$ cat config.mk
export PLATFORM = sky130hd
export DESIGN_NAME = adc_interface
export DESIGN_NICKNAME = d
export VERILOG_FILES = /design/src/adc_pkg.sv /design/src/adc_control_regs.sv /design/src/adc_sample_path.sv /design/src/clock_monitor.sv /design/src/led_status.sv /design/src/adc_interface.sv
export VERILOG_INCLUDE_DIRS = /design/src
export SDC_FILE = /design/constraint.sdc
export NUM_CORES = 1
export LEC_CHECK = 0
export ABC_AREA = 1
export ABC_CLOCK_PERIOD_IN_PS = 4510
export BUFFER_PORTS_ARGS = -buffer_cell sky130_fd_sc_hd__clkbuf_2
export CORE_ASPECT_RATIO = 2
export CORE_MARGIN = 2
export CORE_UTILIZATION = 28
export CTS_CLUSTER_SIZE = 30
export DETAILED_ROUTE_END_ITERATION = 10
export GPL_TIMING_DRIVEN = 0
export PLACE_DENSITY_LB_ADDON = 0.25
export SETUP_SLACK_MARGIN = 0.02
export SYNTH_ARGS = -nofsm -noshare
export SYNTH_HDL_FRONTEND = slang
export SYNTH_SLANG_ARGS = --single-unit
$ cat constraint.sdc
create_clock -name clk_usb -period 4.51 [get_ports clk_usb]
set_input_delay 0.451 -clock clk_usb [delete_from_list [all_inputs] [get_ports clk_usb]]
set_output_delay 0.451 -clock clk_usb [all_outputs]
set_load 0.03 [all_outputs]
$ cat src/adc_consts.svh
`ifndef ADC_CONSTS_SVH
`define ADC_CONSTS_SVH

// datapath widths
`define ADC_DATA_W           12
`define ADC_BYTECNT_W        7
`define ADC_FREQ_W           32

// register map
`define ADC_ADDR_GAIN        8'h00
`define ADC_ADDR_SETTINGS    8'h01
`define ADC_ADDR_STATUS      8'h02
`define ADC_ADDR_ARM         8'h03
`define ADC_ADDR_TRIG_LEVEL  8'h04
`define ADC_ADDR_EXTCLK_FREQ 8'h05
`define ADC_ADDR_EXTCLK_LIMIT 8'h06

// settings register fields
`define ADC_SET_LED_LSB      0
`define ADC_SET_LED_W        2
`define ADC_SET_SRC_BIT      2    // 1 = adc input, 0 = test counter
`define ADC_SET_MONDIS_BIT   3

// status register fields
`define ADC_STAT_ARMED_BIT   0
`define ADC_STAT_CHANGE_BIT  1
`define ADC_STAT_PLL_BIT     2

// led select codes, anything else turns both leds off
`define ADC_LED_SEL_STATUS    2'd0
`define ADC_LED_SEL_HEARTBEAT 2'd1

`endif

$ cat src/adc_pkg.sv
`include "adc_consts.svh"

package adc_pkg;

   // register bus from the host side
   typedef struct packed {
      logic [7:0]                addr;
      logic [`ADC_BYTECNT_W-1:0] bytecnt;  // byte index within a multi-byte register
      logic [7:0]                datai;
      logic                      read;
      logic                      write;
   } reg_bus_t;

   // register fields that the datapath blocks consume
   typedef struct packed {
      logic [`ADC_SET_LED_W-1:0] led_sel;
      logic                      src_adc;     // 0 selects the test counter
      logic                      mon_disable;
      logic [`ADC_DATA_W-1:0]    trig_level;
      logic [`ADC_FREQ_W-1:0]    extclk_limit;
   } ctrl_regs_t;

   // frequency monitor results
   typedef struct packed {
      logic [`ADC_FREQ_W-1:0]    extclk_freq;
      logic                      extclk_change;  // sticky until monitor disable
   } mon_status_t;

endpackage

$ cat src/adc_control_regs.sv
`timescale 1ns/1ps
`include "adc_consts.svh"

module adc_control_regs (
   input  logic                 clk_usb,
   input  logic                 reset,
   input  adc_pkg::reg_bus_t    reg_bus_i,
   input  adc_pkg::mon_status_t mon_i,
   input  logic                 armed_i,
   input  logic                 pll_status_i,
   output logic [7:0]           reg_datao_o,
   output adc_pkg::ctrl_regs_t  ctrl_o,
   output logic                 arm_stb_o,
   output logic                 amp_gain_o
);
   import adc_pkg::*;

   logic [7:0]             gain_r;
   logic [7:0]             settings_r;
   logic [`ADC_DATA_W-1:0] trig_level_r;
   logic [`ADC_FREQ_W-1:0] extclk_limit_r;
   logic [7:0]             status_byte;
   logic [8:0]             gain_acc;   // bit 8 is the carry out

   // pick byte n of a 32-bit word, lsb first, zero past the top
   function automatic logic [7:0] byte_sel(input logic [31:0]               word,
                                           input logic [`ADC_BYTECNT_W-1:0] n);
      logic [7:0] b;
      b = 8'h00;
      if (n < 'd4)
         b = word[n[1:0]*8 +: 8];
      return b;
   endfunction

   // register writes
   always_ff @(posedge clk_usb) begin
      if (reset) begin
         gain_r         <= '0;
         settings_r     <= '0;
         trig_level_r   <= '0;
         extclk_limit_r <= '0;
         arm_stb_o      <= 1'b0;
      end else begin
         arm_stb_o <= 1'b0;
         if (reg_bus_i.write) begin
            case (reg_bus_i.addr)
               `ADC_ADDR_GAIN:     gain_r <= reg_bus_i.datai;
               `ADC_ADDR_SETTINGS: settings_r <= reg_bus_i.datai;
               `ADC_ADDR_ARM:      arm_stb_o <= reg_bus_i.datai[0];  // one cycle only
               `ADC_ADDR_TRIG_LEVEL: begin
                  if (reg_bus_i.bytecnt == 'd0)
                     trig_level_r[7:0] <= reg_bus_i.datai;
                  else if (reg_bus_i.bytecnt == 'd1)
                     trig_level_r[`ADC_DATA_W-1:8] <= reg_bus_i.datai[`ADC_DATA_W-9:0];
               end
               `ADC_ADDR_EXTCLK_LIMIT: begin
                  if (reg_bus_i.bytecnt < 'd4)
                     extclk_limit_r[reg_bus_i.bytecnt[1:0]*8 +: 8] <= reg_bus_i.datai;
               end
               default: ;
            endcase
         end
      end
   end

   // status byte layout
   always_comb begin
      status_byte                       = 8'h00;
      status_byte[`ADC_STAT_ARMED_BIT]  = armed_i;
      status_byte[`ADC_STAT_CHANGE_BIT] = mon_i.extclk_change;
      status_byte[`ADC_STAT_PLL_BIT]    = pll_status_i;
   end

   // readback mux, zero whenever read is low
   always_comb begin
      reg_datao_o = 8'h00;
      if (reg_bus_i.read) begin
         case (reg_bus_i.addr)
            `ADC_ADDR_GAIN:        reg_datao_o = gain_r;
            `ADC_ADDR_SETTINGS:    reg_datao_o = settings_r;
            `ADC_ADDR_STATUS:      reg_datao_o = status_byte;
            `ADC_ADDR_TRIG_LEVEL:
               reg_datao_o = byte_sel({20'h0, trig_level_r}, reg_bus_i.bytecnt);
            `ADC_ADDR_EXTCLK_FREQ:
               reg_datao_o = byte_sel(mon_i.extclk_freq, reg_bus_i.bytecnt);
            `ADC_ADDR_EXTCLK_LIMIT:
               reg_datao_o = byte_sel(extclk_limit_r, reg_bus_i.bytecnt);
            default:               reg_datao_o = 8'h00;
         endcase
      end
   end

   // fields out to the peers
   always_comb begin
      ctrl_o.led_sel      = settings_r[`ADC_SET_LED_LSB +: `ADC_SET_LED_W];
      ctrl_o.src_adc      = settings_r[`ADC_SET_SRC_BIT];
      ctrl_o.mon_disable  = settings_r[`ADC_SET_MONDIS_BIT];
      ctrl_o.trig_level   = trig_level_r;
      ctrl_o.extclk_limit = extclk_limit_r;
   end

   // pulse-density gain output
   // carry fires gain times per 256 cycles
   always_ff @(posedge clk_usb) begin
      if (reset)
         gain_acc <= '0;
      else
         gain_acc <= {1'b0, gain_acc[7:0]} + {1'b0, gain_r};
   end

   assign amp_gain_o = gain_acc[8];

endmodule

$ cat src/adc_sample_path.sv
`timescale 1ns/1ps
`include "adc_consts.svh"

module adc_sample_path (
   input  logic                   clk_usb,
   input  logic                   reset,
   input  logic [`ADC_DATA_W-1:0] adc_data_i,
   input  adc_pkg::ctrl_regs_t    ctrl_i,
   input  logic                   arm_stb_i,
   output logic                   armed_o,
   output logic                   trigger_adc_o
);
   import adc_pkg::*;

   logic [`ADC_DATA_W-1:0] adc_q;      // input capture
   logic [`ADC_DATA_W-1:0] data_pre;   // after source select
   logic [`ADC_DATA_W-1:0] sample_r;
   logic [`ADC_DATA_W-1:0] test_cnt;
   logic                   level_hit;

   // free-running test pattern
   always_ff @(posedge clk_usb) begin
      if (reset)
         test_cnt <= '0;
      else
         test_cnt <= test_cnt + 1'b1;
   end

   always_ff @(posedge clk_usb) begin
      adc_q    <= adc_data_i;
      data_pre <= ctrl_i.src_adc ? adc_q : test_cnt;
      sample_r <= data_pre;
   end

   // level msb picks the direction
   // set means above the level, clear means below it
   always_comb begin
      if (ctrl_i.trig_level[`ADC_DATA_W-1])
         level_hit = sample_r > ctrl_i.trig_level;
      else
         level_hit = sample_r < ctrl_i.trig_level;
   end

   always_ff @(posedge clk_usb) begin
      if (reset) begin
         armed_o       <= 1'b0;
         trigger_adc_o <= 1'b0;
      end else begin
         trigger_adc_o <= armed_o & level_hit & ~trigger_adc_o;  // single pulse per arm
         if (trigger_adc_o)
            armed_o <= 1'b0;
         else if (arm_stb_i)
            armed_o <= 1'b1;
      end
   end

endmodule

$ cat src/clock_monitor.sv
`timescale 1ns/1ps
`include "adc_consts.svh"

module clock_monitor #(
   parameter int GATE_LOG2 = 22
) (
   input  logic                 clk_usb,
   input  logic                 reset,
   input  logic                 ext_tick_i,
   input  adc_pkg::ctrl_regs_t  ctrl_i,
   output logic                 gate_stb_o,
   output adc_pkg::mon_status_t mon_o
);
   import adc_pkg::*;

   logic [GATE_LOG2:0]     gate_timer;
   logic                   timer_top_q;
   logic [`ADC_FREQ_W-1:0] tick_cnt;
   logic [`ADC_FREQ_W-1:0] freq_r;
   logic [`ADC_FREQ_W-1:0] freq_new;
   logic [`ADC_FREQ_W-1:0] freq_diff;
   logic                   change_r;

   // gate window generator
   // the top bit toggles once per 2^GATE_LOG2 cycles, either edge ends a window
   always_ff @(posedge clk_usb) begin
      if (reset) begin
         gate_timer  <= '0;
         timer_top_q <= 1'b0;
         gate_stb_o  <= 1'b0;
      end else begin
         gate_timer  <= gate_timer + 1'b1;
         timer_top_q <= gate_timer[GATE_LOG2];
         gate_stb_o  <= gate_timer[GATE_LOG2] ^ timer_top_q;
      end
   end

   // count for this window, tick on the gate cycle included
   assign freq_new  = tick_cnt + {{(`ADC_FREQ_W-1){1'b0}}, ext_tick_i};
   assign freq_diff = (freq_new >= freq_r) ? (freq_new - freq_r) : (freq_r - freq_new);

   always_ff @(posedge clk_usb) begin
      if (reset) begin
         tick_cnt <= '0;
         freq_r   <= '0;
      end else if (gate_stb_o) begin
         freq_r   <= freq_new;
         tick_cnt <= '0;
      end else begin
         tick_cnt <= freq_new;
      end
   end

   // sticky change flag, held clear while monitoring is off
   always_ff @(posedge clk_usb) begin
      if (reset)
         change_r <= 1'b0;
      else if (ctrl_i.mon_disable)
         change_r <= 1'b0;
      else if (gate_stb_o && (freq_r != '0) && (freq_diff > ctrl_i.extclk_limit))
         change_r <= 1'b1;
   end

   always_comb begin
      mon_o.extclk_freq   = freq_r;
      mon_o.extclk_change = change_r;
   end

endmodule

$ cat src/led_status.sv
`timescale 1ns/1ps
`include "adc_consts.svh"

module led_status #(
   parameter int GATE_LOG2 = 22
) (
   input  logic                 clk_usb,
   input  logic                 reset,
   input  adc_pkg::ctrl_regs_t  ctrl_i,
   input  logic                 armed_i,
   input  adc_pkg::mon_status_t mon_i,
   output logic                 led_armed_o,
   output logic                 led_capture_o
);
   import adc_pkg::*;

   logic [GATE_LOG2+3:0] hb_cnt;
   logic                 flash_r;

   always_ff @(posedge clk_usb) begin
      if (reset) begin
         hb_cnt  <= '0;
         flash_r <= 1'b0;
      end else begin
         hb_cnt <= hb_cnt + 1'b1;
         if (hb_cnt[GATE_LOG2+3])
            flash_r <= ~hb_cnt[GATE_LOG2+1];  // blink during upper half of the count
      end
   end

   // clock change alarm overrides the select
   always_comb begin
      if (mon_i.extclk_change) begin
         led_armed_o   = flash_r;
         led_capture_o = flash_r;
      end else if (ctrl_i.led_sel == `ADC_LED_SEL_STATUS) begin
         led_armed_o   = armed_i;
         led_capture_o = mon_i.extclk_change;
      end else if (ctrl_i.led_sel == `ADC_LED_SEL_HEARTBEAT) begin
         led_armed_o   = hb_cnt[GATE_LOG2+2];
         led_capture_o = hb_cnt[GATE_LOG2+1];
      end else begin
         led_armed_o   = 1'b0;
         led_capture_o = 1'b0;
      end
   end

endmodule

$ cat src/adc_interface.sv
`timescale 1ns/1ps
`include "adc_consts.svh"

module adc_interface #(
   parameter int GATE_LOG2 = 22
) (
   input  logic                   clk_usb,
   input  logic                   reset,
   input  logic [`ADC_DATA_W-1:0] adc_data_i,
   input  logic                   ext_tick_i,    // target clock, already synchronized
   input  logic                   pll_status_i,
   input  adc_pkg::reg_bus_t      reg_bus_i,
   output logic [7:0]             reg_datao_o,
   output logic                   trigger_adc_o,
   output logic                   freq_measure_o,
   output logic                   amp_gain_o,
   output logic                   led_armed_o,
   output logic                   led_capture_o
);
   import adc_pkg::*;

   ctrl_regs_t  ctrl;
   mon_status_t mon;
   logic        arm_stb;
   logic        armed;

   adc_control_regs u_regs (
      .clk_usb      (clk_usb),
      .reset        (reset),
      .reg_bus_i    (reg_bus_i),
      .mon_i        (mon),
      .armed_i      (armed),
      .pll_status_i (pll_status_i),
      .reg_datao_o  (reg_datao_o),
      .ctrl_o       (ctrl),
      .arm_stb_o    (arm_stb),
      .amp_gain_o   (amp_gain_o)
   );

   adc_sample_path u_sample (
      .clk_usb       (clk_usb),
      .reset         (reset),
      .adc_data_i    (adc_data_i),
      .ctrl_i        (ctrl),
      .arm_stb_i     (arm_stb),
      .armed_o       (armed),
      .trigger_adc_o (trigger_adc_o)
   );

   clock_monitor #(
      .GATE_LOG2 (GATE_LOG2)
   ) u_clkmon (
      .clk_usb    (clk_usb),
      .reset      (reset),
      .ext_tick_i (ext_tick_i),
      .ctrl_i     (ctrl),
      .gate_stb_o (freq_measure_o),  // gate strobe goes straight out
      .mon_o      (mon)
   );

   led_status #(
      .GATE_LOG2 (GATE_LOG2)
   ) u_leds (
      .clk_usb       (clk_usb),
      .reset         (reset),
      .ctrl_i        (ctrl),
      .armed_i       (armed),
      .mon_i         (mon),
      .led_armed_o   (led_armed_o),
      .led_capture_o (led_capture_o)
   );

endmodule

-- Word-level counts from Yosys, hierarchy flattened
Cells that the tools add are included.
- register bits after elaboration: 237
- logic and storage cells: 85
- bitwise gates (word level): 8
- $add $sub $neg: 8
- multiplexer cells: 15
- equal/unequal tests: 8
- shifts and indexed selects: 5
- reductions and logical operators: 15
- $lt $le $gt $ge: 5
- operators by type and width (cell ; number):
    $shiftx 32x6->8 ; 3
    $sub 32x32->32 ; 2
    $pmux 8 s6 ; 1
    $neg 5->34 ; 1
    $shift 8x34->32 const A ; 1
    $shiftx 8x34->32 ; 1
    $add 32x1->32 ; 1
    $bwmux 32 ; 1
    $ge 32x32->1 ; 1
    $gt 32x32->1 ; 1
    $mux 32 ; 1
    $mux 8 ; 4
    $reduce_bool 32->1 ; 1
    $add 26x1->26 const B ; 1
    $eq 8x3->1 const B ; 3
    $add 23x1->23 const B ; 1
    $eq 8x2->1 const B ; 2
    $add 12x1->12 const B ; 1
    $gt 12x12->1 ; 1
    $lt 12x12->1 ; 1
    $mux 12 ; 1
    $add 8x8->9 ; 1
    $eq 8x1->1 const B ; 1
    $logic_not 8->1 ; 1
    15 further kinds ; 31

-- Depth between registers and ports, before layout
- depth in word-level cells: 5
- depth in mapped cells: 40
- mapped depth without buffers: 39

-- Modules after synthesis
From an unflattened synthesis, not the netlist that was laid out.
- cells, all modules: 2774
- area, all modules: 17169.0 um^2
- modules (own cells, without submodules) (module ; seq. area each (um^2) ; instances ; area an instance (um^2) ; cells an instance):
    clock_monitor ; 1801.7 ; 1 ; 9664.3 ; 1702
    adc_control_regs ; 1401.3 ; 1 ; 4324.1 ; 670
    adc_sample_path ; 1001.0 ; 1 ; 1801.7 ; 202
    led_status ; 540.5 ; 1 ; 1378.8 ; 200

-- Least setup slack after synthesis
OpenSTA, ideal clock, no wires.
- path type: in2reg
- from: in ext_tick_i
- to: reg u_clkmon.change_r
- arrival time: 4.072 ns
- slack: 0.319 ns
- stages on the path: 35
- required time: 4.391 ns
- path through: ha_1 ha_1 nand2_2 nor2_4 nand2_4 nor2_4 nand2_2 nor2_4 nand2_4 xor2_1 inv_1 ha_1 nand2_1 inv_1 nand2_1 nand2_1 a21oi_2 nor2_1 nor2_1 nand2_2 inv_2 buf_6 nand2_1 nand2_1 inv_1 ha_1 nand2_1 nor2_1 nand4_1 nor2_1 nand3b_1 nand2_1 nor2_1 nand2_1 a21oi_1
- word-level cells in the longest chain between the ends: 5
- elaborated cells on any way between the ends: 7
- those cells by class: add/sub: 3; order compare: 2; mux: 1; reduce/logical: 1
- RTL lines (item ; RTL line ; RTL):
    start: declaration ; adc_interface.sv:10 ; input logic ext_tick_i,
    $add 32x1->32 * ; clock_monitor.sv:39 ; assign freq_new = tick_cnt + {{(`ADC_FREQ_W-1){1'b0}}, ext_tick_i};
    net u_clkmon.freq_new[22] ; clock_monitor.sv:20 ; logic [`ADC_FREQ_W-1:0] freq_new;
    $sub 32x32->32 / $ge 32x32->1 (equally long branches) ; clock_monitor.sv:40 ; assign freq_diff = (freq_new >= freq_r) ? (freq_new - freq_r) : (freq_r - freq_new);
    $mux 32 * ; clock_monitor.sv:40 ;
    $gt 32x32->1 * ; clock_monitor.sv:60 ; else if (gate_stb_o && (freq_r != '0) && (freq_diff > ctrl_i.extclk_limit))
    $logic_and 1x1->1 * ; clock_monitor.sv:60 ;
    end signal: assignment ; clock_monitor.sv:57 ; change_r <= 1'b0;
    end signal: assignment ; clock_monitor.sv:59 ; change_r <= 1'b0;
    end signal: assignment ; clock_monitor.sv:61 ; change_r <= 1'b1;
    end: declaration ; clock_monitor.sv:22 ; logic change_r;
Mark *: on every way through the listed nets, which the timed path passes. The rest lies on a longest branch.
A chain may end at the register's enable or synchronous reset.

-- Final worst setup path
- from: reg u_clkmon.tick_cnt[0]
- to: reg u_clkmon.change_r
- word-level cells in the longest chain between the ends: 5
- elaborated cells on any way between the ends: 7
- those cells by class: add/sub: 3; order compare: 2; mux: 1; reduce/logical: 1
- RTL lines (item ; RTL line ; RTL):
    start: declaration ; clock_monitor.sv:18 ; logic [`ADC_FREQ_W-1:0] tick_cnt;
    start signal: assignment ; clock_monitor.sv:50 ; tick_cnt <= freq_new;
    $add 32x1->32 * ; clock_monitor.sv:39 ;
    net u_clkmon.freq_new[28] ; clock_monitor.sv:20 ;
    $sub 32x32->32 / $ge 32x32->1 (equally long branches) ; clock_monitor.sv:40 ;
    $mux 32 * ; clock_monitor.sv:40 ;
    $gt 32x32->1 * ; clock_monitor.sv:60 ;
    $logic_and 1x1->1 * ; clock_monitor.sv:60 ;
Marked as above.

==> impl_results.md <==
- Outcome: complete, but fails checks
- Failing checks: setup timing
- Initial antenna violation count: 5
- Clock power share: a little over 40%
- Antenna Diode Count: 0
- Total power: 5.12 mW
- Stages on the worst setup path: 37
- Crit-path max FO: 5
- Post-synthesis register bit count: approximately 240
- Clock sinks: about 240
- Top cell type's share of synthesized area: 28.8%
- WL/cell: ~19 um
- DR iter-0 viols: 790
- Post-Layout Cell Count: 3540
- H-tree depth: 1
- Clock latency on the worst-skew pair: ~0.55 ns
- Setup Slack @ Placement: -1.70 ns
- P_leak: 9.74 nW
- Yosys top cell by area: dfxtp_1
- Number of synthesized flops with an enable pin: 0
- WP buf/inv: 6
- Total of max-cap violations: 0
- Yosys cell types: 50
- R2R depth: 37
- Mapped Nets: 2794
- Number of global-route vias before repair: 17400
- Peak supply drop: 0.273 mV
- Kind of critical path: reg2reg
- GR Util All Layers: 21.8%
- Final Cycle Share: 105%
- Worst Path Required: between 4 and 5 ns
- Die area: between 0.06 and 0.07 mm^2
- Largest net degree at the start of global routing: 16
- 1st-pass router iterations: 7
- Crit path time final: ~4.7 ns
- Synth Flop Type: dfxtp_1
- Synth cell count leaders: 790 x nand2_1, 471 x inv_1, 237 x dfxtp_1
- Total number of vias: around 17000
- Avg Inst Size Synth: around 6.3 um^2
- Delay-heaviest family, CP: simple AND/OR/NAND/NOR gates
- Drt total wl: 66800 um
- Clock buffer count from CTS: 22
- Most used cell, CP: nor2_4
- Sequential power share: roughly 42%
- Mapped Area: ~0.016 mm^2
- Hold depth: 3
- Die X: 175 um
- Worst hold path type: in2reg
- Unrepaired setup endpoints after global routing: yes
- Reg clk slew, reported paths: about 0.07 ns
- CP arrival: 5.16 ns
- Worst setup margin: -0.211 ns
- Syn Inst Count: roughly 2600
- Num rows: roughly 130
- Final Skew: roughly 0.016 ns
- Switching share of total power: 29.0%
- DP HPWL: between 50000 and 60000 um
- Sequential share of the synthesized area: between 20% and 30%
- Area Overhead vs Synth: 23.3%
- Total grt overflow: 0
- Placed insts: about 3400
- Highest Clock Rate: between 200 and 250 MHz
- Setup violators final: 1
- Pint: between 3 and 4 mW
- Gp weighted congestion: 0.952
- Yosys warns: 0
- Ratio of cells with drive above 1 in the final layout: about 15%
- Post-route ant nets: 0
- # IOs: 54
- CTS tree: built
- Crit end category: register
- CP peak stage delay: around 0.34 ns
- CORE AREA: 0.0582 mm^2
- Die H: 347 um
- Remaining DRCs: 0
- Clock buffer depth: 3
- Worst slew pin tran: between 0.9 and 1 ns
- Slew HR: 34.1%
- Final net count: 2934
- Hold Vio Cnt, Final: 0
- Top cells by area, synth: dfxtp_1 29%, nand2_1 18%, inv_1 11%
- Count leader, synth: nand2_1
- Net Switching: roughly 1.5 mW
- Global-route wire length before repair: a little under 100000 um
- Power Density: around 250 mW/mm^2
- Root Buffer: clkbuf_16
- Worst setup SP type: register
- Max-slew violation count: 0
- Port Buffers: 53
- Combinational share of power: 17.5%
- Via-to-Cell Ratio: between 4 and 5
- Async SR Flop Fraction: 0%
- Crit path max-delay cell type: dfxtp_2
- Initial Utilization: roughly 28%
## what timing repair did
item,CTS,global route
endpoints found under the hold margin,12,0
buffers inserted,29,22
setup endpoints to repair,1,1
pin swaps,43,64
cloned,1,0
hold buffers,12,0
resized for setup,148,156
## routing by layer
layer | part of all wire (%) | track usage, % | routed length (um) | vias to the layer above
met1 | 31 | 18.3 | 20600 | 7846
met4 | 11 | 19.9 | 7290 | 8
met3 | 3.7 | 2.50 | 2440 | 240
met2 | 55 | 43.2 | 36400 | 451
li1 | - | - | - | 8536
met5 | 0.072 | 0 | 48 | -
## placed cells by master (no fill, tap or decap), types with 39 or more instances in the layout
cell / instances
o21ai_0: 143
nand3_1: 101
clkbuf_2: 53
nand2_2: 48
nand2_1: 727
nor2_1: 170
ha_1: 97
a21oi_1: 179
buf_4: 39
dfxtp_1: 233
inv_1: 454
## tightest hold or removal path: stages
cell,delay (ns)
clkbuf_2,0.12
nor2_1,0.10
a211oi_1,0.04
## power groups by stage
stage          Clock, mW  Sequential (mW)  Combinational, mW
2_1_floorplan          0             2.17              0.475
3_3_place_gp           0             2.17              0.758
3_5_place_dp           0             2.17              0.764
4_1_cts             2.16             2.12              0.842
5_1_grt             2.24             2.12              0.983
6_report            2.10             2.12              0.896
## area by class of cell
class	count	area, um^2
Buffer	53	334
Clock buffer	30	642
Clock inverter	7	138
Fill cell	6509	37900
Inverter	480	1820
Multi-Input combinational cell	1855	10800
Sequential cell	237	4750
Tap cell	762	953
Timing Repair Buffer	116	901
## path summary, 6_finish.rpt
| check | endpoint | startpoint | slack, ns |
|---|---|---|---|
| setup reg to reg | u_clkmon.change_r | u_clkmon.tick_cnt[0] | -0.21 |
| hold reg to reg | u_sample.sample_r[3] | u_sample.data_pre[3] | 0.32 |
| hold / removal | u_regs.trig_level_r[10] | reg_bus_i[4] | 0.22 |
| setup / recovery | u_clkmon.change_r | u_clkmon.tick_cnt[0] | -0.21 |
## logic make-up after synthesis
group,Yosys count,share of synthesized area [%]
DFF,237,28.8
muxes,1,0.0684
buffers and inverters,533,12.6
xor gates and xnor gates,61,3.25
and+or+nand+nor,1247,31.8
AOI/OAI and AO/OA,418,13.5
adders and majority gates,128,9.87
## sequential cells by signal, summed over array words and instances (netlist names), 8 cells and up
name	cells
u_regs.extclk_limit_r	32
u_clkmon.gate_timer	23
u_sample.sample_r	12
u_leds.hb_cnt	26
u_regs.settings_r	8
u_clkmon.tick_cnt	32
u_sample.adc_q	12
u_clkmon.freq_r	32
u_regs.gain_acc	9
u_sample.test_cnt	12
u_sample.data_pre	12
u_regs.gain_r	8
u_regs.trig_level_r	12
## through the flow
stage	utilization, %	setup TNS [ns]	hold slack, ns	cell area [um^2]
final	34.9	-0.211	0.222	20300
after global routing	34.9	-0.411	0.237	20300
after CTS	33.5	-0.381	0.196	19500
after floorplan	-	0	0.310	16500
after global placement	30.4	-1.71	0.311	17700
after detailed placement	30.4	-1.70	0.312	17700
Power figures use the tool's default switching activity.
